$ cat src/hdl/riscv_pkg.sv
package riscv_pkg;

    typedef logic [4:0] reg_addr_t;    // Architectural register index.

    // ~~~~~~~~~~~~~~~~~~~~~~~~~~~~~~~~~~~~~~~~~~~~~~~~~~~~~~~~~~~~~~~~~~~
    // Major opcodes of the integer groups this slice executes.
    // ~~~~~~~~~~~~~~~~~~~~~~~~~~~~~~~~~~~~~~~~~~~~~~~~~~~~~~~~~~~~~~~~~~~
    typedef enum logic [6:0] {
        LUI       = 7'b0110111,
        OP        = 7'b0110011,
        OP_IMM    = 7'b0010011,
        OP_32     = 7'b0111011,
        OP_IMM_32 = 7'b0011011
    } opcode_t;

    // Function fields shared by the register and immediate forms.
    localparam logic [2:0] F3_ADD_SUB = 3'b000;
    localparam logic [2:0] F3_SLL     = 3'b001;
    localparam logic [2:0] F3_SLT     = 3'b010;
    localparam logic [2:0] F3_SLTU    = 3'b011;
    localparam logic [2:0] F3_XOR     = 3'b100;
    localparam logic [2:0] F3_SRL_SRA = 3'b101;
    localparam logic [2:0] F3_OR      = 3'b110;
    localparam logic [2:0] F3_AND     = 3'b111;

    localparam logic [6:0] F7_BASE    = 7'b0000000;
    localparam logic [6:0] F7_ALT     = 7'b0100000;    // SUB and SRA variants.

    // Exception causes as numbered by the privileged spec.
    typedef enum logic [3:0] {
        INSTR_ADDR_MISALIGNED = 4'd0,
        ILLEGAL_INSTR         = 4'd2
    } exc_cause_t;

endpackage
$ cat src/hdl/drac_pkg.sv
package drac_pkg;

    typedef logic [63:0] bus64_t;    // Native data word.

    // Operation carried down the pipe. Immediate forms share these.
    typedef enum logic [4:0] {
        ADD, ADDW, SUB, SUBW,
        SLL, SLLW, SLT, SLTU,
        XOR, SRL, SRLW, SRA,
        SRAW, OR, AND, NOP
    } instr_type_t;

    typedef enum logic [1:0] {
        UNIT_NONE,
        UNIT_ALU
    } unit_t;

    typedef struct packed {
        logic                  valid;
        riscv_pkg::exc_cause_t cause;
        bus64_t                origin;    // Raw instruction, zero extended.
    } exception_t;

    // ~~~~~~~~~~~~~~~~~~~~~~~~~~~~~~~~~~~~~~~~~~~~~~~~~~~~~~~~~~~~~~~~~~~
    // Stage records.
    // ~~~~~~~~~~~~~~~~~~~~~~~~~~~~~~~~~~~~~~~~~~~~~~~~~~~~~~~~~~~~~~~~~~~
    typedef struct packed {
        logic                 valid;
        bus64_t               pc;
        unit_t                unit;
        instr_type_t          instr_type;
        riscv_pkg::reg_addr_t rs1;
        riscv_pkg::reg_addr_t rs2;
        riscv_pkg::reg_addr_t rd;
        logic                 use_imm;     // Second operand is imm.
        bus64_t               imm;
        logic                 regfile_we;
        exception_t           ex;
    } id_rr_instr_t;

    typedef struct packed {
        id_rr_instr_t instr;
        bus64_t       data_rs1;
        bus64_t       data_rs2;    // Already holds imm when use_imm is set.
    } rr_exe_arith_instr_t;

    typedef struct packed {
        logic                 valid;
        bus64_t               pc;
        riscv_pkg::reg_addr_t rd;
        logic                 regfile_we;
        instr_type_t          instr_type;
        bus64_t               result;
        exception_t           ex;
    } exe_wb_scalar_instr_t;

endpackage

$ cat src/hdl/wb_if.sv
interface wb_if;
    import drac_pkg::*;
    import riscv_pkg::*;

    logic      valid;    // A result is present.
    logic      we;       // It targets the register file.
    reg_addr_t rd;
    bus64_t    data;

    // rd and data only count while valid and we are both high.
    modport prod (output valid, we, rd, data);
    modport cons (input valid, we, rd, data);

endinterface

$ cat src/hdl/operand_read.sv
module operand_read (
    input  logic                          clk_i,
    input  logic                          arst_n_i,
    input  drac_pkg::id_rr_instr_t        decode_i,
    input  drac_pkg::bus64_t              rdata1_i,
    input  drac_pkg::bus64_t              rdata2_i,
    wb_if.cons                            fwd,
    output drac_pkg::rr_exe_arith_instr_t rr_o
);
    import drac_pkg::*;

    logic                fwd_ok;
    logic                hit_rs1;
    logic                hit_rs2;
    rr_exe_arith_instr_t rr_d;
    rr_exe_arith_instr_t rr_q;
    logic                valid_q;

    // ~~~~~~~~~~~~~~~~~~~~~~~~~~~~~~~~~~~~~~~~~~~~~~~~~~~~~~~~~~~~~~~~~~~
    // Operand select. The execute stage is younger than writeback and wins.
    // ~~~~~~~~~~~~~~~~~~~~~~~~~~~~~~~~~~~~~~~~~~~~~~~~~~~~~~~~~~~~~~~~~~~
    assign fwd_ok  = fwd.valid && fwd.we && (fwd.rd != '0);
    assign hit_rs1 = fwd_ok && (fwd.rd == decode_i.rs1);
    assign hit_rs2 = fwd_ok && (fwd.rd == decode_i.rs2);

    always_comb begin
        rr_d.instr    = decode_i;
        rr_d.data_rs1 = hit_rs1 ? fwd.data : rdata1_i;
        if (decode_i.use_imm) begin
            rr_d.data_rs2 = decode_i.imm;
        end else begin
            rr_d.data_rs2 = hit_rs2 ? fwd.data : rdata2_i;
        end
    end

    // Read-to-execute register.
    always_ff @(posedge clk_i or negedge arst_n_i) begin
        if (!arst_n_i) begin
            valid_q <= 1'b0;
        end else begin
            valid_q <= decode_i.valid;
        end
    end

    always_ff @(posedge clk_i) begin
        rr_q <= rr_d;
    end

    always_comb begin
        rr_o             = rr_q;
        rr_o.instr.valid = valid_q;
    end

endmodule

$ cat src/flat_wrapper.sv
// flat-port wrapper written by rule: the top's interface ports become plain ports
module operand_read_flat import drac_pkg::*;
  (clk_i, arst_n_i, decode_i, rdata1_i, rdata2_i, rr_o, fwd_valid, fwd_we, fwd_rd, fwd_data);
  wb_if fwd_i ();
  input  logic clk_i;
  input  logic arst_n_i;
  input  drac_pkg::id_rr_instr_t decode_i;
  input  drac_pkg::bus64_t rdata1_i;
  input  drac_pkg::bus64_t rdata2_i;
  output drac_pkg::rr_exe_arith_instr_t rr_o;
  input wire logic [$bits(fwd_i.valid)-1:0] fwd_valid;
  input wire logic [$bits(fwd_i.we)-1:0] fwd_we;
  input wire logic [$bits(fwd_i.rd)-1:0] fwd_rd;
  input wire logic [$bits(fwd_i.data)-1:0] fwd_data;
  assign fwd_i.valid = fwd_valid;
  assign fwd_i.we = fwd_we;
  assign fwd_i.rd = fwd_rd;
  assign fwd_i.data = fwd_data;
  operand_read u_core (.clk_i(clk_i), .arst_n_i(arst_n_i), .decode_i(decode_i), .rdata1_i(rdata1_i), .rdata2_i(rdata2_i), .fwd(fwd_i), .rr_o(rr_o));
endmodule
$ cat config.mk
export PLATFORM = sky130hd
export DESIGN_NAME = operand_read_flat
export DESIGN_NICKNAME = d
export VERILOG_FILES = /design/src/hdl/riscv_pkg.sv /design/src/hdl/drac_pkg.sv /design/src/hdl/wb_if.sv /design/src/hdl/operand_read.sv /design/src/flat_wrapper.sv
export SDC_FILE = /design/constraint.sdc
export NUM_CORES = 1
export LEC_CHECK = 0
export BUFFER_PORTS_ARGS = -buffer_cell sky130_fd_sc_hd__buf_4
export CORE_AREA = 2 2 299 301
export DETAILED_ROUTE_END_ITERATION = 12
export DIE_AREA = 0 0 301 303
export PLACE_DENSITY = 0.31
export SYNTH_ARGS = -nofsm -noshare
export SYNTH_HDL_FRONTEND = slang
export SYNTH_SLANG_ARGS = --single-unit
export TNS_END_PERCENT = 100
$ cat constraint.sdc
create_clock -name clk_i -period 1.3 [get_ports clk_i]
set_input_delay 0 -clock clk_i [delete_from_list [all_inputs] [get_ports clk_i]]
set_output_delay 0 -clock clk_i [all_outputs]
set_load 0.03 [all_outputs]
Word level (Yosys, flattened, before mapping)
Cells that the tools add are included.
{ "totals": {"inputBits": 423, "elab_cells": 25, "reg_bits": 350} }
{ "op_classes": {"n_eq_ne": 2, "n_reduce_logical": 5, "muxes": 3} }
{ "op_table": {"columns": ["cell", "n"], "rows": [
  ["$mux W64", 3],
  ["$eq A5 B5 Y1", 2],
  ["$reduce_bool A5 Y1", 1],
  ["$logic_and A1 B1 Y1", 4]
]} }

Longest topological paths before layout
{ "logic_depth": {"word_depth": 5, "ltp_mapped": 6, "depth_no_buf": 4} }

Least setup slack after synthesis
OpenSTA, ideal clock, no wires.
{ "synth_path": {"path_kind": "input-to-reg", "start": "in fwd_rd[0]", "end": "reg u_core.rr_q (netlist bit u_core.rr_o[67])", "arrival_ns": 1.419, "setup_ns": 0.121, "t_required_ns": 1.179, "cell_stages": 5, "path_slack_ns": -0.240, "cell_sequence": "or4_4 -> o211a_1 -> nand4_4 -> buf_6 -> mux2_2"} }
{ "synth_rtl": {"columns": ["item", "line_no", "text"], "rows": [
  ["from (decl)", "flat_wrapper.sv:13", "input wire logic [$bits(fwd_i.rd)-1:0] fwd_rd;"],
  ["to (signal assigned)", "operand_read.sv:46", "rr_q <= rr_d;"],
  ["to (decl)", "operand_read.sv:16", "rr_exe_arith_instr_t rr_q;"]
]} }

==> results.json <==
{
  "io_buffers": 772,
  "maxCapViolCount": 0,
  "p_sw_frac": 0.276,
  "power_uw": 31400,
  "setup_viol": 0,
  "htreeDepth": 2,
  "cts_setup_buffers": 0,
  "setup_slack_ns": 0.0130,
  "ys_seq_area_frac": 0.700,
  "status": "finished, final reports clean",
  "post-route-util": 0.271,
  "power.switching_uw": 8670,
  "powerDensity_mw_per_mm2": 1320,
  "yosys_warnings": 0,
  "grt_util_met3": 0.0505,
  "finalMaxSlewViolations": 0,
  "worst-path-max-fanout": 30,
  "drt_iter0_drc": 334,
  "syn_area_per_cell_um2": 13.4,
  "worstSetupStartpointType": "primary input",
  "vias_per_cell": 3.46,
  "dpl_worst_slack_ns": -0.555,
  "dp.cells": 2674,
  "min_to": "u_core.rr_o[139]",
  "fmax_mhz": 777,
  "grt_usage": 0.138,
  "grt_max_degree": 55,
  "whs_ns": 0.0510,
  "clk_pin_slew_worst_paths_ns": 0.06,
  "clk_path_buf_depth": 3,
  "overflow": 0,
  "grt_pass1_vias": 12300,
  "crit_path_end_kind": "flop",
  "ant_nets": 0,
  "hold_start": "decode_i[11]",
  "slew_headroom": 0.647,
  "period_share": 0.990,
  "syn-num-nets": 1172,
  "area_delta_synth_final_pct": 138,
  "required_ns": 1.76,
  "die_h_um": 303,
  "worstPathArrival_ns": 1.74,
  "rows": 109,
  "grt_first_pass_wirelength_um": 89400,
  "hold_viol_final": 0,
  "final_cell_count_no_fill": 3217,
  "finalCriticalPeriod_ns": 1.29,
  "use_met1": 0.146,
  "clkPwrFrac": 0.436,
  "combPwrFrac": 0.195,
  "cts_made_buffers": 45,
  "fp.dieArea_mm2": 0.0912,
  "die_x_um": 301,
  "synthesis.area_mm2": 0.0100,
  "rsz0062_at_grt": "no",
  "wl_per_cell_um": 20.5,
  "cts-root-buf": "clkbuf_16",
  "p_int_uw": 22700,
  "synth_cell_type_count": 23,
  "antenna_found_initial": 18,
  "dr.pass1.iters": 4,
  "ir_worst_vdd_mv": 0.935,
  "crit_type": "primary input to flop",
  "pwr-share-seq": 0.369,
  "drc_errors": 0,
  "clock-sinks": 350,
  "dp_hpwl_um": 51500,
  "pin_count": 773,
  "grt-busiest-layer": "met2",
  "start_util": 0.114,
  "core_mm2": 0.0880,
  "cts_tree": "yes",
  "nets": 2429,
  "min_path_type": "primary input to flop",
  "hold_depth": 2,
  "synth_cells": 749,
  "gp_congestion": 0.784,
  "drive_above_1_share": 0.478,
  "p_leak_uw": 0.0104,
  "ys_ff_latch": 350,
  "wirelength_um": 65900,
  "vias": 11100,
  "n_fill_cell": 9359,
  "worst_slew_pin_slew_ns": 0.529,
  "met2_usage": 0.248
}
## cell type report
class | instances | area, um2 | share of cell area
tap | 1165 | 1460 | 0.0612
multi-input combinational | 339 | 2860 | 0.120
sequential | 350 | 7010 | 0.294
clock inverter | 19 | 314 | 0.0132
timing repair buffer | 1270 | 10800 | 0.456
clock buffer | 62 | 1290 | 0.0542
antenna | 12 | 30.0 | 0.00126
## registers in the layout, summed over array words and instances, names as in the netlist
register and flops:
u_core.rr_o 349, u_core.valid_q 1
## cells by family after synthesis
kind of cell / synth area share
DFF: 0.700
AOI/OAI and AO/OA: 0.138
and+or+nand+nor: 0.0459
muxes: 0.0720
buffers and inverters: 0.0349
xor gates and xnor gates: 0.00875
## layer usage
layer,vias to the layer above,share of wire,routed length (um)
met5,-,0.00088,58
met4,8,0.038,2470
met3,94,0.089,5890
met2,551,0.51,33400
met1,5247,0.37,24100
li1,5244,-,-
## worst max path at each step
stage | from | end | slack (ns) | cells after the start
6_report | decode_i[148] | u_core.rr_o[75] | 0.01 | 6
5_1_grt | decode_i[148] | u_core.rr_o[75] | 0.02 | 6
4_1_cts | u_core.rr_o[24] | rr_o[24] | 0.01 | 1
3_5_place_dp | fwd_rd[0] | u_core.rr_o[114] | -0.56 | 6
3_3_place_gp | fwd_rd[0] | u_core.rr_o[111] | -0.54 | 6
2_1_floorplan | fwd_rd[0] | u_core.rr_o[67] | -0.23 | 5
## synthesized netlist by cell type
cell	n	area share
or4_4	1	0.0011
o31ai_1	64	0.048
and2_1	1	0.00063
nand2_1	1	0.00037
buf_4	7	0.0052
nand4_4	1	0.0021
a21oi_1	64	0.032
o211ai_2	1	0.0012
dfrtp_1	1	0.0025
nor2b_1	64	0.040
clkbuf_1	36	0.013
mux2_1	13	0.015
and3_1	1	0.00063
dfxtp_1	349	0.70
nand3_1	1	0.00050
nor3_1	1	0.00050
o211a_1	1	0.0010
xor2_1	3	0.0026
buf_6	13	0.015
mux2_2	51	0.057
buf_1	4	0.0015
xnor2_1	7	0.0061
a41oi_1	64	0.056
## power groups by stage
stage	logic, uW	clock network (uW)	registers [uW]
floorplan	775	0	13100
global placement	5060	0	11800
detailed placement	5050	0	11800
CTS	6250	14300	11600
global route	6480	14600	11600
finish	6130	13700	11600
## placed cells by master, fill, tap and decap left out, drive strengths merged, types with 3 or more instances in the layout
cell / n
buf: 820
dlygate4sd3: 450
dfxtp: 349
o31ai: 64
nor2b: 64
a21oi: 64
mux2: 64
a41oi: 64
clkbuf: 62
diode: 12
clkinv: 8
xnor2: 7
bufinv: 7
xor2: 3
inv: 3
## worst max-delay path, cell delays in order
cell	delay [ns]
dlygate4sd3_1	0.54
buf_4	0.16
xnor2_1	0.24
nand4_4	0.18
buf_12	0.20
mux2_1	0.36
## metrics by stage
step	TNS (ns)	instance area (um2)
floorplan	-19.96	10200
finish	0	23800
global placement	-57.51	17700
global route	0	23800
detailed placement	-58.70	17700
CTS	0	23800
## timing repair
action / in CTS / in global routing
gates resized for setup: 0 / 0
endpoints found under the hold margin: 351 / 0
hold buffers: 450 / 0
Power figures use the tool's default switching activity.
