[src/hdl/riscv_pkg.sv]
package riscv_pkg;

    typedef logic [4:0] reg_addr_t;    // Architectural register index.

    // ~~~~~~~~~~~~~~~~~~~~~~~~~~~~~~~~~~~~~~~~~~~~~~~~~~~~~~~~~~~~~~~~~~~
    // Major opcodes of the integer groups this slice executes.
    // ~~~~~~~~~~~~~~~~~~~~~~~~~~~~~~~~~~~~~~~~~~~~~~~~~~~~~~~~~~~~~~~~~~~
    typedef enum logic [6:0] {
        LUI       = 7'b0110111,
        OP        = 7'b0110011,
        OP_IMM    = 7'b0010011,
        OP_32     = 7'b0111011,
        OP_IMM_32 = 7'b0011011
    } opcode_t;

    // Function fields shared by the register and immediate forms.
    localparam logic [2:0] F3_ADD_SUB = 3'b000;
    localparam logic [2:0] F3_SLL     = 3'b001;
    localparam logic [2:0] F3_SLT     = 3'b010;
    localparam logic [2:0] F3_SLTU    = 3'b011;
    localparam logic [2:0] F3_XOR     = 3'b100;
    localparam logic [2:0] F3_SRL_SRA = 3'b101;
    localparam logic [2:0] F3_OR      = 3'b110;
    localparam logic [2:0] F3_AND     = 3'b111;

    localparam logic [6:0] F7_BASE    = 7'b0000000;
    localparam logic [6:0] F7_ALT     = 7'b0100000;    // SUB and SRA variants.

    // Exception causes as numbered by the privileged spec.
    typedef enum logic [3:0] {
        INSTR_ADDR_MISALIGNED = 4'd0,
        ILLEGAL_INSTR         = 4'd2
    } exc_cause_t;

endpackage
[src/hdl/drac_pkg.sv]
package drac_pkg;

    typedef logic [63:0] bus64_t;    // Native data word.

    // Operation carried down the pipe. Immediate forms share these.
    typedef enum logic [4:0] {
        ADD, ADDW, SUB, SUBW,
        SLL, SLLW, SLT, SLTU,
        XOR, SRL, SRLW, SRA,
        SRAW, OR, AND, NOP
    } instr_type_t;

    typedef enum logic [1:0] {
        UNIT_NONE,
        UNIT_ALU
    } unit_t;

    typedef struct packed {
        logic                  valid;
        riscv_pkg::exc_cause_t cause;
        bus64_t                origin;    // Raw instruction, zero extended.
    } exception_t;

    // ~~~~~~~~~~~~~~~~~~~~~~~~~~~~~~~~~~~~~~~~~~~~~~~~~~~~~~~~~~~~~~~~~~~
    // Stage records.
    // ~~~~~~~~~~~~~~~~~~~~~~~~~~~~~~~~~~~~~~~~~~~~~~~~~~~~~~~~~~~~~~~~~~~
    typedef struct packed {
        logic                 valid;
        bus64_t               pc;
        unit_t                unit;
        instr_type_t          instr_type;
        riscv_pkg::reg_addr_t rs1;
        riscv_pkg::reg_addr_t rs2;
        riscv_pkg::reg_addr_t rd;
        logic                 use_imm;     // Second operand is imm.
        bus64_t               imm;
        logic                 regfile_we;
        exception_t           ex;
    } id_rr_instr_t;

    typedef struct packed {
        id_rr_instr_t instr;
        bus64_t       data_rs1;
        bus64_t       data_rs2;    // Already holds imm when use_imm is set.
    } rr_exe_arith_instr_t;

    typedef struct packed {
        logic                 valid;
        bus64_t               pc;
        riscv_pkg::reg_addr_t rd;
        logic                 regfile_we;
        instr_type_t          instr_type;
        bus64_t               result;
        exception_t           ex;
    } exe_wb_scalar_instr_t;

endpackage

[src/hdl/wb_if.sv]
interface wb_if;
    import drac_pkg::*;
    import riscv_pkg::*;

    logic      valid;    // A result is present.
    logic      we;       // It targets the register file.
    reg_addr_t rd;
    bus64_t    data;

    // rd and data only count while valid and we are both high.
    modport prod (output valid, we, rd, data);
    modport cons (input valid, we, rd, data);

endinterface

[src/hdl/regfile.sv]
module regfile (
    input  logic                 clk_i,
    input  logic                 arst_n_i,
    input  riscv_pkg::reg_addr_t rs1_i,
    input  riscv_pkg::reg_addr_t rs2_i,
    output drac_pkg::bus64_t     rdata1_o,
    output drac_pkg::bus64_t     rdata2_o,
    wb_if.cons                   wr
);
    import drac_pkg::*;
    import riscv_pkg::*;

    bus64_t regs_q [1:31];    // No storage behind x0.
    logic   wr_en;

    assign wr_en = wr.valid && wr.we && (wr.rd != '0);

    always_ff @(posedge clk_i or negedge arst_n_i) begin
        if (!arst_n_i) begin
            for (int i = 1; i < 32; i++) begin
                regs_q[i] <= '0;
            end
        end else if (wr_en) begin
            regs_q[wr.rd] <= wr.data;
        end
    end

    // One read port. A write in the same cycle is seen right away.
    function automatic bus64_t read_port(input reg_addr_t idx);
        bus64_t data;
        if (idx == '0) begin
            data = '0;
        end else if (wr_en && wr.rd == idx) begin
            data = wr.data;
        end else begin
            data = regs_q[idx];
        end
        return data;
    endfunction

    always_comb begin
        rdata1_o = read_port(rs1_i);
        rdata2_o = read_port(rs2_i);
    end

endmodule

[src/flat_wrapper.sv]
// flat-port wrapper written by rule: the top's interface ports become plain ports
module regfile_flat import drac_pkg::*; import riscv_pkg::*;
  (clk_i, arst_n_i, rs1_i, rs2_i, rdata1_o, rdata2_o, wr_valid, wr_we, wr_rd, wr_data);
  wb_if wr_i ();
  input  logic clk_i;
  input  logic arst_n_i;
  input  riscv_pkg::reg_addr_t rs1_i;
  input  riscv_pkg::reg_addr_t rs2_i;
  output drac_pkg::bus64_t rdata1_o;
  output drac_pkg::bus64_t rdata2_o;
  input wire logic [$bits(wr_i.valid)-1:0] wr_valid;
  input wire logic [$bits(wr_i.we)-1:0] wr_we;
  input wire logic [$bits(wr_i.rd)-1:0] wr_rd;
  input wire logic [$bits(wr_i.data)-1:0] wr_data;
  assign wr_i.valid = wr_valid;
  assign wr_i.we = wr_we;
  assign wr_i.rd = wr_rd;
  assign wr_i.data = wr_data;
  regfile u_core (.clk_i(clk_i), .arst_n_i(arst_n_i), .rs1_i(rs1_i), .rs2_i(rs2_i), .rdata1_o(rdata1_o), .rdata2_o(rdata2_o), .wr(wr_i));
endmodule
[config.mk]
export PLATFORM = sky130hd
export DESIGN_NAME = regfile_flat
export DESIGN_NICKNAME = d
export VERILOG_FILES = /design/src/hdl/riscv_pkg.sv /design/src/hdl/drac_pkg.sv /design/src/hdl/wb_if.sv /design/src/hdl/regfile.sv /design/src/flat_wrapper.sv
export SDC_FILE = /design/constraint.sdc
export NUM_CORES = 2
export LEC_CHECK = 0
export BUFFER_PORTS_ARGS = -buffer_cell sky130_fd_sc_hd__buf_2
export CELL_PAD_IN_SITES_DETAIL_PLACEMENT = 1
export CELL_PAD_IN_SITES_GLOBAL_PLACEMENT = 2
export CORE_MARGIN = 3
export CORE_UTILIZATION = 47
export CTS_CLUSTER_DIAMETER = 40
export CTS_CLUSTER_SIZE = 40
export DETAILED_ROUTE_END_ITERATION = 16
export PLACE_DENSITY = 0.79
export SYNTH_ARGS = -nofsm -noshare
export SYNTH_HDL_FRONTEND = slang
export SYNTH_SLANG_ARGS = --single-unit
[constraint.sdc]
create_clock -name clk_i -period 3.3 [get_ports clk_i]
set_input_delay 0.66 -clock clk_i [delete_from_list [all_inputs] [get_ports clk_i]]
set_output_delay 0.66 -clock clk_i [all_outputs]
set_load 0.01 [all_outputs]
## Word-level counts from Yosys, hierarchy flattened

Cells that the tools add are included.

- Logic and storage cells: 61
- Bits in read-only memories: 0
- Bits in writable memories: 0
- Memories: 0
- Bits in latches: 0
- Register bits: 1984

- Add/sub/neg operators: 0
- Divide/modulo/power cells: 0
- Order comparisons: 4
- Muxes and demuxes: 13
- Equal/unequal tests: 2
- Reduce and logical (&&, ||, !) cells: 8
- Bitwise logic cells: 3
- Multiply operators: 0
- Shifts and indexed selects: 0

Operators by type and width:

| operator | number |
|---|---|
| $bwmux 1984 | 1 |
| $bmux 64 s5 | 2 |
| $mux 64 | 9 |
| $demux 64 s5 | 1 |
| $ge 6x6->1 const B | 3 |
| $not 5->6 | 3 |
| $eq 5x5->1 | 2 |
| $logic_not 5->1 | 2 |
| $lt 6x1->1 const B | 1 |
| $logic_and 1x1->1 | 5 |
| $reduce_bool 5->1 | 1 |

## Logic depth before layout (Yosys ltp)

- Depth in word-level cells: 6
- Gate-level depth with buffers: 10

## Worst setup path before layout

No wires, ideal clock.

- Path kind: input-to-output
- Start point: input port rs2_i[0]
- End point: output port rdata2_o[33]
- Stages on the path: 8
- Buffers on the path: 4
- Path slack: 0.341 ns
- Data arrival time: 2.299 ns
- Cells stage by stage: buf_4 -> buf_6 -> buf_6 -> buf_2 -> mux4_2 -> o22a_1 -> a21oi_1 -> a21oi_1

- Word-level cells in the longest chain between the ends: 6

Ends and longest elaborated chain:

| what | line | RTL |
|---|---|---|
| start, declared | flat_wrapper.sv:8 | `input riscv_pkg::reg_addr_t rs2_i;` |
| $not 5->6 (not written as such) | regfile.sv:36 | `data = regs_q[idx];` |
| $bmux 64 s5 | regfile.sv:36 |  |
| $mux 64 (not written as such) (2 in a row) | regfile.sv:36 |  |
| $mux 64 | regfile.sv:33 | `end else if (wr_en && wr.rd == idx) begin` |
| $mux 64 (*) | regfile.sv:31 | `if (idx == '0) begin` |
| end, declared | flat_wrapper.sv:10 | `output drac_pkg::bus64_t rdata2_o;` |

Every way passes the cells marked *; elsewhere a longest branch is shown, timed or not. The select of a mux whose other input is x is not followed.

## Final worst setup path

- Start point: register u_core.regs_q[271] (netlist bit)
- End point: output port rdata1_o[15]

- Word-level cells in the longest chain between the ends: 5

Ends and longest elaborated chain:

| what | line | RTL |
|---|---|---|
| start, declared | regfile.sv:13 | `bus64_t regs_q [1:31];` |
| start signal, assigned by index | regfile.sv:24 | `regs_q[wr.rd] <= wr.data;` |
| $bmux 64 s5 | regfile.sv:36 |  |
| $mux 64 (not written as such) (2 in a row) | regfile.sv:36 |  |
| $mux 64 | regfile.sv:33 |  |
| $mux 64 | regfile.sv:31 |  |
| end, declared | flat_wrapper.sv:9 | `output drac_pkg::bus64_t rdata1_o;` |

No other way between the ends. The select of a mux whose other input is x is not followed.

==> metrics.md <==
| Metric | Value |
|---|---|
| TritonCTS clock tree | yes |
| Fin Hold WS | 111.2 ps |
| Crit path kind | reg -> out |
| Antenna violations before repair | 12 |
| Comb pwr share | 18.0% |
| Total Routed Length | 441,700 um |
| Slowest cell delay on critical path | 540 ps |
| Worst-Margin Slew | 950.3 ps |
| Clock latency at the later pin of the worst-skew pair | 960 ps |
| Post-Synthesis Cells | 7,250 |
| P_sw | 23.06 mW |
| DPL Wire Length | 249,700 um |
| Endpoints failing hold | 0 |
| Net count after synthesis | 7,333 |
| Top cell type's share of synthesized area | 47.00% |
| Via-to-Cell Ratio | 6.959 |
| VDD IR max | 603.1 uV |
| Violated checks | setup timing |
| Number of flops mapped to enable cells by yosys | 0 |
| Core area | 223,000 um^2 |
| Yosys cell types | 50 |
| Die area | 230,500 um^2 |
| Sw frac | 28.29% |
| Root Buffer Master | clkbuf_16 |
| Synthesis-to-finish area growth | 29.85% |
| Pwr dens | 594.4 nW/um^2 |
| Antenna viol nets, final | 0 |
| Die width | 480.1 um |
| Gr usage total | 37.12% |
| Ys flop type | dfrtp_1 |
| GP Congestion | 0.8608 |
| Flop pwr share | 37.2% |
| Cell Int Power | 58.47 mW |
| H-tree depth | 5 |
| Synth warnings | 0 |
| Max reg flops | 1,984 |
| Final setup viols | 100 |
| CTS Buf Count | 340 |
| # rows | 173 |
| Worst Path Required | 2640 ps |
| Smallest setup slack after layout | -431.0 ps |
| DRT Pass-1 Iters | 5 |
| Unrepaired setup endpoints after global routing | yes |
| Largest net degree at the start of global routing | 109 |
| Async SR Flop Fraction | 100.0% |
| Starting Density | 47.38% |
| Worst r2r path cells | 4 |
| Grt ovf | 0 |
| Layout cell share with drive strength beyond 1 | 65.98% |
| Die Ht | 480.1 um |
| Critical Path AT | 3070 ps |
| Outcome | finished with violations |
| Period minus WS final | 3731 ps |
| CP max stage cell | a211oi_1 |
| Syn_area_per_cell | 14.57 um^2 |
| Total number of vias | 79,122 |
| Yosys reg bits | 1,984 |
| Top-count cell post-synth | mux2_2 |
| Type of element capturing the critical path | primary output |
| Top Registers | u_core.regs_q (1984) |
| Synth top cells by count | mux2_2 (2,096), dfrtp_1 (1,984), mux4_2 (865) |
| Synthesized area | 105,600 um^2 |
| Slew Viols, Final | 0 |
| DRT iter0 DRCs | 7,951 |
| Startpoint types | register |
| Worst hold path type | in -> reg |
| Fin crit share | 113.1% |
| Max clock buf depth | 4 |
| Vias in the first global route | 84,497 |
| # nets final | 8,208 |
| TritonCTS Sinks | 1,984 |
| Top reg by flops | u_core.regs_q |
| Seq/Total Area, Yosys | 47.00% |
| Peak Freq | 0.2680 GHz |
| Clk_skew | 0 ps |
| Cell taking the most area after synthesis | dfrtp_1 |
| Worst slew margin | 36.65% |
| Clk pwr share | 44.9% |
| Critical Path Fanout Max | 3 |
| I/O pins | 211 |
| Dominant cells by area after synthesis | dfrtp_1 (47%), mux2_2 (22%), mux4_2 (18%) |
| Routed len/inst | 38.85 um |
| Number of max-cap violations | 0 |
| Crit-path cells | mux4_2 > a22o_1 > a211oi_1 > o31ai_4 > buf_2 |
| Input/output buffers | 210 |
| Leak | 60.58 nW |
| DRC viols | 0 |
| Hold Crit Depth | 2 |
| First-pass GRT wire length | 622,500 um |
| Clk slew on worst S/H paths | 60 ps |
| Setup TNS | -9393 ps |
path summary, 6_finish.rpt:
path / endpoint / slack, ps / from
min: u_core.regs_q[1899]$_DFFE_PN0P_ / 110 / wr_data[43]
max in group asynchronous: u_core.regs_q[1231]$_DFFE_PN0P_ / 1710 / arst_n_i
max: rdata1_o[15] / -430 / u_core.regs_q[271]$_DFFE_PN0P_
min in group asynchronous: u_core.regs_q[1271]$_DFFE_PN0P_ / 380 / arst_n_i
min reg2reg: u_core.regs_q[966]$_DFFE_PN0P_ / 500 / u_core.regs_q[966]$_DFFE_PN0P_
max reg2reg: u_core.regs_q[1055]$_DFFE_PN0P_ / 2130 / u_core.regs_q[1055]$_DFFE_PN0P_
worst max-delay path, delay by kind of cell (launching register included):
kind | cells | cell delay [ps]
compound gates | 3 | 1000
mux | 1 | 480
flops | 1 | 410
buf+inv | 1 | 200
power by group through the flow:
| stage | Sequential [mW] | Clock [mW] | Combinational [mW] |
|---|---|---|---|
| floorplan | 29.4 | 0 | 8.15 |
| global placement | 29.9 | 0 | 11.9 |
| detailed placement | 30.3 | 0 | 12.3 |
| CTS | 30.0 | 36.6 | 13.7 |
| global route | 30.6 | 38.0 | 15.3 |
| finish | 30.3 | 36.6 | 14.7 |
metal layers:
layer	vias up	part of all wire, %	track usage [%]
li1	30062	-	-
met1	42923	37	47.17
met2	4654	47	57.49
met3	1483	8.6	8.942
met4	0	7.4	23.16
met5	-	0	0
cell usage in the layout (no fill, tap or decap), drive strengths merged, types with 4 or more instances in the layout:
cell / Yosys / final
mux2: 2096 / 2096
dfrtp: 1984 / 1984
buf: 393 / 1305
mux4: 865 / 865
clkbuf: 408 / 414
nor2: 208 / 208
a22oi: 170 / 170
o21ai: 154 / 154
o22ai: 139 / 139
nand2: 130 / 130
a21oi: 96 / 96
a221oi: 89 / 89
nor3: 88 / 88
mux2i: 78 / 78
clkinv: 0 / 75
inv: 13 / 69
nand3: 68 / 68
a211oi: 64 / 64
o22a: 40 / 40
a22o: 38 / 38
bufinv: 0 / 38
o221ai: 36 / 36
clkinvlp: 0 / 35
nor2b: 13 / 13
a31oi: 12 / 12
diode: 0 / 11
bufbuf: 0 / 9
and2: 9 / 9
nand2b: 9 / 9
o211a: 8 / 8
o31ai: 8 / 8
xor2: 6 / 6
o41ai: 5 / 5
xnor2: 4 / 4
or2: 4 / 4
logic make-up after synthesis:
kind of cell	share of synthesized area [%]
buffers and inverters	3.481
DFF	47.00
AOI/OAI and AO/OA	5.665
and+or+nand+nor	2.247
xor gates and xnor gates	0.08291
muxes	41.52
per-stage QoR:
stage                     cell area [um^2]  setup WS, ps  instances  power [mW]  utilization, %
after floorplan                     105600         341.2       7250       37.54               -
after global placement              116600        -707.9      10461       41.76           52.32
after detailed placement            116600        -731.9      10461       42.55           52.32
after CTS                           134200        -350.5      11247       80.33           60.20
after global routing                137200        -404.5      11366       83.90           61.52
final                               137200        -431.0      11369       81.53           61.52
what timing repair did:
| action | CTS | global route |
|---|---|---|
| gates cloned | 35 | 18 |
| pin swaps | 268 | 246 |
| resized for setup | 789 | 370 |
| hold buffers | 2 | 0 |
| buffers inserted | 191 | 118 |
| endpoints found under the setup margin | 128 | 126 |
| endpoints found under the hold margin | 24 | 0 |
layout make-up:
| type | instances | area [um^2] |
|---|---|---|
| Antenna cell | 11 | 27.53 |
| Clock buffer | 396 | 9085 |
| Clock inverter | 204 | 2497 |
| Fill cell | 19731 | 85790 |
| Inverter | 13 | 51.30 |
| Multi-Input combinational cell | 4452 | 56420 |
| Sequential cell | 1984 | 49650 |
| Tap cell | 2975 | 3722 |
| Timing Repair Buffer | 1334 | 15720 |
Note: power is estimated with default switching activity, not from simulation.
