===== config.mk =====
export PLATFORM = sky130hd
export DESIGN_NAME = decoder
export DESIGN_NICKNAME = d
export VERILOG_FILES = /design/src/hdl/riscv_pkg.sv /design/src/hdl/drac_pkg.sv /design/src/hdl/decoder.sv
export SDC_FILE = /design/constraint.sdc
export NUM_CORES = 1
export LEC_CHECK = 0
export BUFFER_PORTS_ARGS = -buffer_cell sky130_fd_sc_hd__buf_2
export CORE_AREA = 10 10 116 118
export DETAILED_ROUTE_END_ITERATION = 7
export DIE_AREA = 0 0 126 128
export GPL_TIMING_DRIVEN = 1
export PLACE_DENSITY = 0.76
export SLEW_MARGIN = 30
export SYNTH_ARGS = -nofsm -noshare
export SYNTH_HDL_FRONTEND = slang
export SYNTH_SLANG_ARGS = --single-unit

===== constraint.sdc =====
create_clock -name clk_i -period 3.2 [get_ports clk_i]
set_input_delay 0.64 -clock clk_i [delete_from_list [all_inputs] [get_ports clk_i]]
set_output_delay 0.64 -clock clk_i [all_outputs]
set_load 0.05 [all_outputs]

===== src/hdl/riscv_pkg.sv =====
package riscv_pkg;

    typedef logic [4:0] reg_addr_t;    // Architectural register index.

    // ~~~~~~~~~~~~~~~~~~~~~~~~~~~~~~~~~~~~~~~~~~~~~~~~~~~~~~~~~~~~~~~~~~~
    // Major opcodes of the integer groups this slice executes.
    // ~~~~~~~~~~~~~~~~~~~~~~~~~~~~~~~~~~~~~~~~~~~~~~~~~~~~~~~~~~~~~~~~~~~
    typedef enum logic [6:0] {
        LUI       = 7'b0110111,
        OP        = 7'b0110011,
        OP_IMM    = 7'b0010011,
        OP_32     = 7'b0111011,
        OP_IMM_32 = 7'b0011011
    } opcode_t;

    // Function fields shared by the register and immediate forms.
    localparam logic [2:0] F3_ADD_SUB = 3'b000;
    localparam logic [2:0] F3_SLL     = 3'b001;
    localparam logic [2:0] F3_SLT     = 3'b010;
    localparam logic [2:0] F3_SLTU    = 3'b011;
    localparam logic [2:0] F3_XOR     = 3'b100;
    localparam logic [2:0] F3_SRL_SRA = 3'b101;
    localparam logic [2:0] F3_OR      = 3'b110;
    localparam logic [2:0] F3_AND     = 3'b111;

    localparam logic [6:0] F7_BASE    = 7'b0000000;
    localparam logic [6:0] F7_ALT     = 7'b0100000;    // SUB and SRA variants.

    // Exception causes as numbered by the privileged spec.
    typedef enum logic [3:0] {
        INSTR_ADDR_MISALIGNED = 4'd0,
        ILLEGAL_INSTR         = 4'd2
    } exc_cause_t;

endpackage

===== src/hdl/drac_pkg.sv =====
package drac_pkg;

    typedef logic [63:0] bus64_t;    // Native data word.

    // Operation carried down the pipe. Immediate forms share these.
    typedef enum logic [4:0] {
        ADD, ADDW, SUB, SUBW,
        SLL, SLLW, SLT, SLTU,
        XOR, SRL, SRLW, SRA,
        SRAW, OR, AND, NOP
    } instr_type_t;

    typedef enum logic [1:0] {
        UNIT_NONE,
        UNIT_ALU
    } unit_t;

    typedef struct packed {
        logic                  valid;
        riscv_pkg::exc_cause_t cause;
        bus64_t                origin;    // Raw instruction, zero extended.
    } exception_t;

    // ~~~~~~~~~~~~~~~~~~~~~~~~~~~~~~~~~~~~~~~~~~~~~~~~~~~~~~~~~~~~~~~~~~~
    // Stage records.
    // ~~~~~~~~~~~~~~~~~~~~~~~~~~~~~~~~~~~~~~~~~~~~~~~~~~~~~~~~~~~~~~~~~~~
    typedef struct packed {
        logic                 valid;
        bus64_t               pc;
        unit_t                unit;
        instr_type_t          instr_type;
        riscv_pkg::reg_addr_t rs1;
        riscv_pkg::reg_addr_t rs2;
        riscv_pkg::reg_addr_t rd;
        logic                 use_imm;     // Second operand is imm.
        bus64_t               imm;
        logic                 regfile_we;
        exception_t           ex;
    } id_rr_instr_t;

    typedef struct packed {
        id_rr_instr_t instr;
        bus64_t       data_rs1;
        bus64_t       data_rs2;    // Already holds imm when use_imm is set.
    } rr_exe_arith_instr_t;

    typedef struct packed {
        logic                 valid;
        bus64_t               pc;
        riscv_pkg::reg_addr_t rd;
        logic                 regfile_we;
        instr_type_t          instr_type;
        bus64_t               result;
        exception_t           ex;
    } exe_wb_scalar_instr_t;

endpackage


===== src/hdl/decoder.sv =====
module decoder (
    input  logic                   clk_i,
    input  logic                   arst_n_i,
    input  logic                   instr_valid_i,
    input  logic [31:0]            instr_i,
    input  drac_pkg::bus64_t       pc_i,
    output drac_pkg::id_rr_instr_t decode_o
);
    import drac_pkg::*;
    import riscv_pkg::*;

    opcode_t      opcode;
    logic [2:0]   funct3;
    logic         f7_base;
    logic         f7_alt;
    logic         sh_base;    // RV64 immediate shifts use a 6-bit shamt.
    logic         sh_alt;
    logic         alt_ok;
    logic         illegal;
    id_rr_instr_t dec_d;
    id_rr_instr_t dec_q;
    logic         valid_q;

    assign opcode  = opcode_t'(instr_i[6:0]);
    assign funct3  = instr_i[14:12];
    assign f7_base = (instr_i[31:25] == F7_BASE);
    assign f7_alt  = (instr_i[31:25] == F7_ALT);
    assign sh_base = (instr_i[31:26] == 6'b000000);
    assign sh_alt  = (instr_i[31:26] == 6'b010000);
    assign alt_ok  = (funct3 == F3_ADD_SUB) || (funct3 == F3_SRL_SRA);

    function automatic instr_type_t op_type(input logic [2:0] f3, input logic alt);
        instr_type_t t;
        case (f3)
            F3_ADD_SUB: t = alt ? SUB : ADD;
            F3_SLL:     t = SLL;
            F3_SLT:     t = SLT;
            F3_SLTU:    t = SLTU;
            F3_XOR:     t = XOR;
            F3_SRL_SRA: t = alt ? SRA : SRL;
            F3_OR:      t = OR;
            default:    t = AND;
        endcase
        return t;
    endfunction

    // NOP marks a funct3 with no W form.
    function automatic instr_type_t word_type(input logic [2:0] f3, input logic alt);
        instr_type_t t;
        case (f3)
            F3_ADD_SUB: t = alt ? SUBW : ADDW;
            F3_SLL:     t = SLLW;
            F3_SRL_SRA: t = alt ? SRAW : SRLW;
            default:    t = NOP;
        endcase
        return t;
    endfunction

    always_comb begin
        dec_d.valid      = instr_valid_i;
        dec_d.pc         = pc_i;
        dec_d.unit       = UNIT_ALU;
        dec_d.instr_type = NOP;
        dec_d.rs1        = instr_i[19:15];
        dec_d.rs2        = instr_i[24:20];
        dec_d.rd         = instr_i[11:7];
        dec_d.use_imm    = 1'b0;
        dec_d.imm        = {{52{instr_i[31]}}, instr_i[31:20]};    // I-type.
        dec_d.regfile_we = 1'b1;
        illegal          = 1'b0;
        case (opcode)
            LUI: begin
                dec_d.instr_type = ADD;
                dec_d.rs1        = '0;    // Upper immediate plus x0.
                dec_d.use_imm    = 1'b1;
                dec_d.imm        = {{32{instr_i[31]}}, instr_i[31:12], 12'b0};
            end
            OP: begin
                dec_d.instr_type = op_type(funct3, f7_alt);
                illegal          = !(f7_base || (f7_alt && alt_ok));
            end
            OP_IMM: begin
                dec_d.use_imm    = 1'b1;
                dec_d.instr_type = op_type(funct3, sh_alt && funct3 == F3_SRL_SRA);
                illegal          = (funct3 == F3_SLL && !sh_base) ||
                                   (funct3 == F3_SRL_SRA && !(sh_base || sh_alt));
            end
            OP_32: begin
                dec_d.instr_type = word_type(funct3, f7_alt);
                illegal          = (dec_d.instr_type == NOP) ||
                                   !(f7_base || (f7_alt && alt_ok));
            end
            OP_IMM_32: begin
                dec_d.use_imm    = 1'b1;
                dec_d.instr_type = word_type(funct3, f7_alt && funct3 == F3_SRL_SRA);
                illegal          = (dec_d.instr_type == NOP) ||
                                   (funct3 != F3_ADD_SUB &&
                                    !(f7_base || (f7_alt && funct3 == F3_SRL_SRA)));
            end
            default: illegal = 1'b1;
        endcase

        // Unknown encodings travel as a NOP that only raises the exception.
        if (illegal) begin
            dec_d.unit       = UNIT_NONE;
            dec_d.instr_type = NOP;
            dec_d.regfile_we = 1'b0;
        end
        dec_d.ex.valid  = illegal;
        dec_d.ex.cause  = illegal ? ILLEGAL_INSTR : INSTR_ADDR_MISALIGNED;
        dec_d.ex.origin = {32'b0, instr_i};
    end

    always_ff @(posedge clk_i or negedge arst_n_i) begin
        if (!arst_n_i) begin
            valid_q <= 1'b0;
        end else begin
            valid_q <= instr_valid_i;
        end
    end

    always_ff @(posedge clk_i) begin
        dec_q <= dec_d;
    end

    always_comb begin
        decode_o       = dec_q;
        decode_o.valid = valid_q;
    end

endmodule


== After elaboration in Yosys (flattened, before gate mapping) ==
Index checks and enable logic that the tools add are counted.
Storage, ports and cells
  flip-flop bits (word level): 156
  input port bits: 99
  logic and storage cells: 72
Cells by class
  equality and inequality tests: 15
  muxes and demuxes: 21
  reductions and logical operators: 22
Operators by type and width (count)
  $pmux W4 S7: 2
  $mux W31: 1
  $eq A7 B6 Y1 const B: 4
  $pmux W5 S5: 1
  $pmux W4 S3: 2
  $eq A7 B5 Y1 const B: 2
  $mux W2: 7
  $eq A5 B4 Y1 const B: 2
  $mux W5: 2
  $eq A3 B3 Y1 const B: 3
  $logic_not A7 Y1: 1
  $logic_or A1 B1 Y1: 7
  $eq A3 B2 Y1 const B: 2
  $eq A6 B5 Y1 const B: 1
  $logic_and A1 B1 Y1: 6
  $logic_not A6 Y1: 1
  $mux W3: 2
  $mux W6: 1
  $pmux W1 S5: 1
  $logic_not A1 Y1: 4
  $eq A3 B1 Y1 const B: 1
  $logic_not A3 Y1: 1
  $reduce_bool A3 Y1: 1
  $reduce_or A3 Y1: 1
  $mux W1: 2

== Depth between registers and ports, before layout ==
Gate-level depths: netlist of run 1.
  word-level depth: 9
  mapped depth: 6
  gate-level depth less buffers: 5

== Least setup slack after synthesis of run 1 ==
Ideal clock, no wire load.
  kind: reg-to-output
  start: reg decode_o[31] (netlist name)
  end: out decode_o[101] (netlist bit)
  arrival: 1.482 ns
  data required time: 2.560 ns
  setup slack: 1.078 ns
  stages on the path, launching flop included: 2
  buffers on the path: 1
  cell sequence: dfxtp_1 buf_4
RTL lines
  end: declaration: RTL line decoder.sv:7  | output drac_pkg::id_rr_instr_t decode_o

==> reports/results.tsv, run 1 <==
metric	value	unit
post-CTS sizing	0	
placed insts	689	
largest net degree at the start of global routing	35	
Crit path buffers/inverters	1	
drt total wl	12.3	mm
Die H	128	µm
PwrDens	780	nW/µm²
Hold/Removal Path Class	primary input to flip-flop	
CTS Buf Count	17	
area occupied by multi-input gates	749	µm²
Most used DFF post-synth	dfxtp_1	
worst-path maximum fanout	34	
Antenna Nets Post-Route	0	
Total Neg Setup Slack	0	ns
Final setup viols	0	
# IOs	321	
critical path cell sequence	buf_2	
Seq pwr share	0.415	
# diodes	0	
CTS clock-pin slew for the worst setup and hold paths	0.06	ns
first-pass GRT wire length	17.9	mm
WHS Endpoint	decode_o[196]	
Final Hold Fails	0	
TritonCTS clock tree	built	
CP endpoint kind	output port	
Die Footprint	16100	µm²
Core Box Area	11200	µm²
Levels on crit path	1	
startpoint class of the critical path	flip-flop	
starting density of the core	0.366	
Congestion Overflow GR	0	
critical path's slowest cell	dfxtp_1	
Rows	39	
Pleak	3.00	nW
register area	2810	µm²
number of synthesized flops with an enable pin	0	
Logic pwr share	0.176	
vias in the first global route	3175	
CTS Hold Bufs	1	
RSZ-0062 raised after global routing	no	
Hold Path Cell Cnt	1	
Critical Path Max Stage Delay	0.84	ns
fin crit share	0.720	
CTS max path bufs	2	
proportion of layout cells with a drive suffix above 1	0.570	
Worst Setup Path Type	flip-flop to output port	
max frequency	434	MHz
# fillers	985	
Post-Layout Cell Count	722	
via count	2902	
Layout area overhead	40.1	%
Worst EP required	2.56	ns
Slew headroom	0.460	
max cap viols	0	
root buffer cell	clkbuf_16	
DR vias/cell	4.02	
crit path time final	2.30	ns
pins over their slew limit	0	
Starting DRT DRC Count	47	
Seq/Total Area, Yosys	0.684	
Unique masters post-synth	44	
Clk pwr share	0.409	
Die X	126	µm
commonest non-fill, non-tap cell in the layout	buf_2	
Total GRT Usage	0.142	
status	completed	
post-DP HPWL	10.2	mm
syn_area_per_cell	13.0	µm²
ys async rst share	0.00714	
Synth Register Bits	140	
Setup Buffers After CTS	0	
# DRC	0	
Least-Margin Pin Slew	0.809	ns
Port-buffer cells	283	
CP top delay family	flip-flops	
Net Sw Power	0.00142	W
Sw Share	0.316	
Gate Count Post-Synth	317	
clock sinks	140	
Synth Cell Area	4110	µm²
YS warnings	0	
DR pass1 iterations	4	
RD Place Congestion	0.817	
most frequent cells in the layout	283 x buf_2, 139 x dfxtp_1, 37 x conb_1, 18 x a21o_1	
Core Util, Final	0.513	
P_int	0.00307	W
WL/cell	17.0	µm
Critical Path AT	1.66	ns
initial antenna violation count	0	
Max VDD drop	502	µV
nets	665	
hold path startpoint	pc_i[39]	
H-tree depth	4	
cell type report:
type | instances | area share
inverter | 2 | 0.00130
clock inverter | 14 | 0.0241
sequential | 140 | 0.488
timing repair buffer | 286 | 0.251
multi-input combinational | 119 | 0.130
tap | 143 | 0.0311
clock buffer | 18 | 0.0746
per-layer routing:
metal | wire length (µm) | track usage | vias to the layer above
met5 | 0 | 0 | -
met4 | 164 | 0.0596 | 0
met1 | 3980 | 0.126 | 1302
met2 | 6580 | 0.254 | 169
li1 | - | - | 1415
met3 | 1580 | 0.0864 | 16
power by group through the flow:
stage | sequential, W | clock (W) | combinational [W]
global placement | 0.00190 | 0 | 0.000786
CTS | 0.00187 | 0.00189 | 0.000794
global route | 0.00187 | 0.00196 | 0.000819
floorplan | 0.00223 | 0 | 0.000330
detailed placement | 0.00190 | 0 | 0.000792
finish | 0.00186 | 0.00183 | 0.000788
worst max path at each step:
| stage | slack [ns] | to | from |
|---|---|---|---|
| after floorplan | 1.08 | decode_o[101] | decode_o[31] |
| after global placement | 1.00 | decode_o[151] | instr_i[14] |
| after detailed placement | 0.91 | decode_o[151] | instr_i[14] |
| after CTS | 0.82 | decode_o[121] | decode_o[31] |
| after global routing | 0.73 | decode_o[121] | decode_o[31] |
| final | 0.90 | decode_o[121] | decode_o[31] |
through the flow:
step,total power [W],setup WS (ns),hold slack [ns],area [µm²]
after CTS,0.00454,0.818,0.304,5750
after floorplan,0.00256,1.08,0.344,4240
final,0.00449,0.895,0.323,5750
after global routing,0.00465,0.733,0.304,5750
after global placement,0.00269,1.00,0.417,5170
after detailed placement,0.00269,0.913,0.417,5170
registers in the layout, summed over array words and instances (netlist names):
register  flops
decode_o    139
valid_q       1
Yosys cell counts (3+ instances only):
cell type	count	area (µm²)
a21o_1	18	135
o21ai_0	3	15.0
clkbuf_1	5	18.8
nor2_1	5	18.8
buf_4	85	638
nor2b_1	18	113
dfxtp_1	139	2780
nand2_1	3	11.3
cells by family (layout without fill, tap and decap cells):
| family | count (synthesis) | in the layout | share of synthesized area |
|---|---|---|---|
| AOI/OAI and AO/OA | 40 | 40 | 0.0789 |
| DFF | 140 | 140 | 0.684 |
| and+or+nand+nor | 40 | 40 | 0.0640 |
| adders and majority gates | 1 | 1 | 0.00244 |
| other | 1 | 37 | 0.000913 |
| buffers and inverters | 94 | 320 | 0.168 |
| xor gates and xnor gates | 1 | 1 | 0.00213 |
(Power assumes the default switching activity.)
==> inputs of run 2 (changes only) <==
Settings changed: CORE_AREA 10 10 116 118 to 10 10 117 119, DIE_AREA 0 0 126 128 to 0 0 127 129, PLACE_DENSITY 0.76 to 0.74.
Clock period 3.2 ns to 2.2 ns, I/O delays scaled along.
==> run 2 against run 1 <==
Sequential cell count stayed put. Die area is 1.6% higher. First-iteration DRC count is 62% higher. Final area is 0.87% higher. Sequential share of layout area is 0.42 points lower. Clock-buffer cell count is 2 higher. Via count is 1.7% higher. Sequential power is 46% higher. Total power is 50% higher. Final cell count stayed put.
==> reports/results.tsv, run 2 (synthesis gave the netlist of run 1 again) <==
metric	value	unit	change
status	completed		
hold path startpoint	pc_i[12]		
Core Util, Final	0.513		about the same
Worst EP required	1.76	ns	-0.80 ns
proportion of layout cells with a drive suffix above 1	0.568		-0.00173
DR pass1 iterations	4		unchanged
RSZ-0062 raised after global routing	no		
Die X	127	µm	+0.79%
Congestion Overflow GR	0		unchanged
Pleak	3.02	nW	+0.77%
Core Box Area	11300	µm²	+0.87%
nets	665		unchanged
Total Neg Setup Slack	0	ns	unchanged
WL/cell	17.5	µm	+2.7%
Layout area overhead	41.3	%	
drt total wl	12.6	mm	+2.7%
# DRC	0		unchanged
Critical Path AT	1.32	ns	-0.34 ns
Die H	129	µm	+0.78%
TritonCTS clock tree	built		
via count	2952		+1.7%
placed insts	689		unchanged
Die Footprint	16400	µm²	+1.6%
Post-Layout Cell Count	722		unchanged
Worst Setup Path Type	flip-flop to output port		
Antenna Nets Post-Route	0		unchanged
Least-Margin Pin Slew	0.577	ns	-0.233 ns
PwrDens	1160	nW/µm²	+49%
Rows	39		unchanged
CTS max path bufs	2		unchanged
H-tree depth	4		unchanged
initial antenna violation count	0		unchanged
Final Hold Fails	0		unchanged
crit path time final	1.76	ns	
Slew headroom	0.615		+0.155
# diodes	0		unchanged
Max VDD drop	634	µV	+26%
first-pass GRT wire length	18.5	mm	+3.0%
starting density of the core	0.363		-0.00315
Pwr Total	0.00673	W	+50%
root buffer cell	clkbuf_16		
fin crit share	0.798		
max reg flops	139		unchanged
clock sinks	140		unchanged
WHS Endpoint	decode_o[169]		
post-DP HPWL	10.4	mm	+2.1%
Port-buffer cells	283		unchanged
CTS Buf Count	17		unchanged
max frequency	570	MHz	
Starting DRT DRC Count	76		+62%
DR vias/cell	4.09		+1.7%
RD Place Congestion	0.788		-3.5%
Total GRT Usage	0.146		+0.00367
post-CTS sizing	0		unchanged
# fillers	1006		+2.1%
pins over their slew limit	0		unchanged
Hold Path Cell Cnt	1		unchanged
Final setup viols	0		unchanged
worst-path maximum fanout	34		unchanged
Hold/Removal Path Class	primary input to flip-flop		
commonest non-fill, non-tap cell in the layout	buf_2		
# IOs	321		unchanged
CP endpoint kind	output port		
startpoint class of the critical path	flip-flop		
most frequent cells in the layout	283 x buf_2, 139 x dfxtp_1, 37 x conb_1, 18 x a21o_1		
largest net degree at the start of global routing	36		+2.9%
CTS clock-pin slew for the worst setup and hold paths	0.06	ns	about the same
vias in the first global route	3200		+0.79%
max cap viols	0		unchanged
run 2: cell type report:
class,count,area [µm²],area share
clock buffer,20,447,0.0770
clock inverter,12,161,0.0278
inverter,2,7.51,0.00129
multi-input combinational,119,759,0.131
sequential,140,2810,0.484
tap,143,179,0.0308
timing repair buffer,286,1440,0.248
run 2: what timing repair did:
item,in CTS,in global routing
endpoints found under the setup margin,0,0
hold endpoints to repair,1,0
hold buffers,1,0
buffers inserted,0,0
run 2: worst max path at each step:
stage,cells after the start,startpoint,slack (ns),end
after global placement,6,instr_i[14],0.20,decode_o[151]
after floorplan,1,decode_o[31],0.28,decode_o[101]
after detailed placement,6,instr_i[14],0.16,decode_o[151]
final,2,decode_o[31],0.44,decode_o[103]
after CTS,2,decode_o[31],0.38,decode_o[103]
after global routing,2,decode_o[31],0.34,decode_o[103]
run 2: stage by stage:
stage,instance area (µm²),setup WS (ns),hold slack (ns)
6_report,5800,0.444,0.127
4_1_cts,5800,0.381,0.104
3_3_place_gp,5180,0.197,0.216
2_1_floorplan,4240,0.278,0.144
5_1_grt,5800,0.343,0.100
3_5_place_dp,5180,0.160,0.221
run 2: layer usage:
metal,global-route usage,up-vias,routed length [µm]
li1,-,1413,-
met1,0.132,1355,4130
met2,0.257,172,6730
met3,0.0998,12,1650
met4,0.0462,0,127
met5,0,-,0
run 2: critical path: stages (launching register included):
cell     delay, ns
dfxtp_1       0.31
buf_4         0.26
buf_2         0.33
run 2: report_power, final:
group / total [W] / internal [W] / switching (W) / leakage, nW
registers: 0.00271 / 0.00267 / 0.0000355 / 1.18
logic: 0.00116 / 0.000217 / 0.000938 / 1.55
clock network: 0.00287 / 0.00183 / 0.00104 / 0.293
total: 0.00673 / 0.00471 / 0.00201 / 3.02
==> inputs of run 3 (changes only) <==
Settings changed: CORE_AREA 10 10 117 119 to default, CORE_ASPECT_RATIO from default to 1.1, CORE_MARGIN from default to 10, CORE_UTILIZATION from default to 35, DIE_AREA 0 0 127 129 to default, PLACE_DENSITY 0.74 to 0.75.
Clock period 2.2 ns to 1.5 ns, I/O delays scaled along.
==> run 3 against run 2 <==
Core utilization up 6.9 points. Clock-buffer cell count fell by 2. Hold slack lost 0.10 ns. Final area rose by 15%. Non-clock buffer count increased by 91. Combinational power up 65%. Die area grew 0.53%. Sequential share of layout area is 6.3 points lower. Wire length rose by 13%. Final cell count rose by 14%. Global-route usage grew 1.5 points. Largest power group is now registers. Highest routed layer unchanged.
==> reports/results.tsv, run 3 (synthesis gave the netlist of run 1 again) <==
metric	value	unit	change
Sw Share	0.322		+0.0224
Core Box Area	11500	µm²	+1.5%
Hold/Removal Path Class	primary input to flip-flop		
Port-buffer cells	283		unchanged
root buffer cell	clkbuf_16		
pins over their slew limit	0		unchanged
Die H	134	µm	+3.6%
Critical Path AT	1.20	ns	-0.12 ns
Seq pwr share	0.407		+0.005
status	completed		
Critical Path Max Stage Delay	0.34	ns	about the same
startpoint class of the critical path	flip-flop		
commonest non-fill, non-tap cell in the layout	buf_2		
via count	3417		+16%
Post-Layout Cell Count	823		+14%
proportion of layout cells with a drive suffix above 1	0.528		-0.0399
WL/cell	17.3	µm	-1.1%
RSZ-0062 raised after global routing	yes		
P_int	0.00662	W	+40%
Slew headroom	0.624		+0.00973
fin crit share	0.999		
PwrDens	1460	nW/µm²	+26%
Net Sw Power	0.00314	W	+56%
Die Footprint	16500	µm²	+0.53%
Logic pwr share	0.196		+0.024
Max VDD drop	678	µV	+6.8%
Total GRT Usage	0.161		+0.0148
max reg flops	139		unchanged
CTS clock-pin slew for the worst setup and hold paths	0.06	ns	about the same
first-pass GRT wire length	20.1	mm	+9.0%
Pleak	3.41	nW	+13%
RD Place Congestion	0.804		+2.0%
TritonCTS clock tree	built		
Least-Margin Pin Slew	0.562	ns	-0.0146 ns
drt total wl	14.3	mm	+13%
nets	756		+14%
Antenna Nets Post-Route	0		unchanged
Clk pwr share	0.398		-0.028
max frequency	667	MHz	
# DRC	0		unchanged
DR vias/cell	4.15		+1.5%
hold path startpoint	instr_i[0]		
Starting DRT DRC Count	106		+39%
critical path's slowest cell	dfxtp_4		
CP endpoint kind	output port		
CTS max path bufs	2		unchanged
vias in the first global route	3658		+14%
placed insts	716		+3.9%
Worst Setup Path Type	flip-flop to output port		
critical path cell sequence	buf_4 > buf_2		
DR pass1 iterations	4		unchanged
Rows	41		+5.1%
most frequent cells in the layout	266 x buf_2, 138 x dfxtp_1, 70 x dlygate4sd3_1, 39 x buf_4, 37 x conb_1		
post-DP HPWL	10.5	mm	+0.27%
Layout area overhead	62.8	%	
Worst EP required	1.20	ns	-0.56 ns
# IOs	321		unchanged
largest net degree at the start of global routing	36		unchanged
CTS Buf Count	17		unchanged
Die X	123	µm	-2.9%
Final Hold Fails	0		unchanged
H-tree depth	4		unchanged
worst-path maximum fanout	17		-50%
Congestion Overflow GR	0		unchanged
starting density of the core	0.357		-0.00537
Final Hold Slack	0.0228	ns	-0.104 ns
Final setup viols	0		unchanged
critical path launch point	decode_o[31]		
crit path time final	1.50	ns	
initial antenna violation count	3		+3
clock sinks	140		unchanged
max cap viols	0		unchanged
run 3: power by group through the flow:
stage | sequential (W) | combinational [W] | clock [W]
global placement | 0.00405 | 0.00171 | 0
detailed placement | 0.00406 | 0.00173 | 0
global route | 0.00398 | 0.00198 | 0.00411
floorplan | 0.00475 | 0.000706 | 0
finish | 0.00397 | 0.00191 | 0.00388
CTS | 0.00398 | 0.00187 | 0.00396
run 3: worst paths after layout:
path                                  to  depth (start not counted)  slack [ns]
hold / removal               decode_o[0]                          1        0.02
setup / recovery           decode_o[122]                          2       0.002
min in group asynchronous        valid_q                          2        0.21
max in group asynchronous        valid_q                          2        1.20
run 3: repair_timing:
action	CTS	global route
setup endpoints to repair	34	34
hold endpoints to repair	69	1
cloned	0	0
buffers inserted	0	2
hold buffers	69	1
resized for setup	2	33
run 3: final cells by class:
type	instances	area, µm²
well taps	150	188
fillers	931	4800
repair buffers	377	2350
clock buffers	18	439
clock inverters	14	129
inverters	2	7.51
multi-input cells	119	754
flip-flops and latches	140	2810
diodes	3	7.51
run 3: critical path, delay by kind of cell (launching register included):
family                 cells  cell delay (ns)
flip-flops                 1             0.34
buffers and inverters      2             0.46
run 3: metal layers:
metal / wire (µm) / track usage / up-vias
met5: 0 / 0 / -
met4: 389 / 0.0745 / 0
met3: 1610 / 0.0689 / 32
met2: 8120 / 0.311 / 183
met1: 4130 / 0.133 / 1605
li1: - / - / 1597
run 3: through the flow:
stage | worst slack [ns] | setup TNS, ns | cell area, µm² | total power (W) | utilization
after global placement | -0.241 | -2.31 | 5340 | 0.00576 | 0.464
final | 0.00176 | 0 | 6690 | 0.00976 | 0.582
after CTS | -0.0323 | -0.774 | 6600 | 0.00981 | 0.574
after global routing | -0.0706 | -1.12 | 6690 | 0.0101 | 0.582
after floorplan | -0.0339 | -0.0339 | 4250 | 0.00546 | -
after detailed placement | -0.328 | -3.74 | 5340 | 0.00579 | 0.464
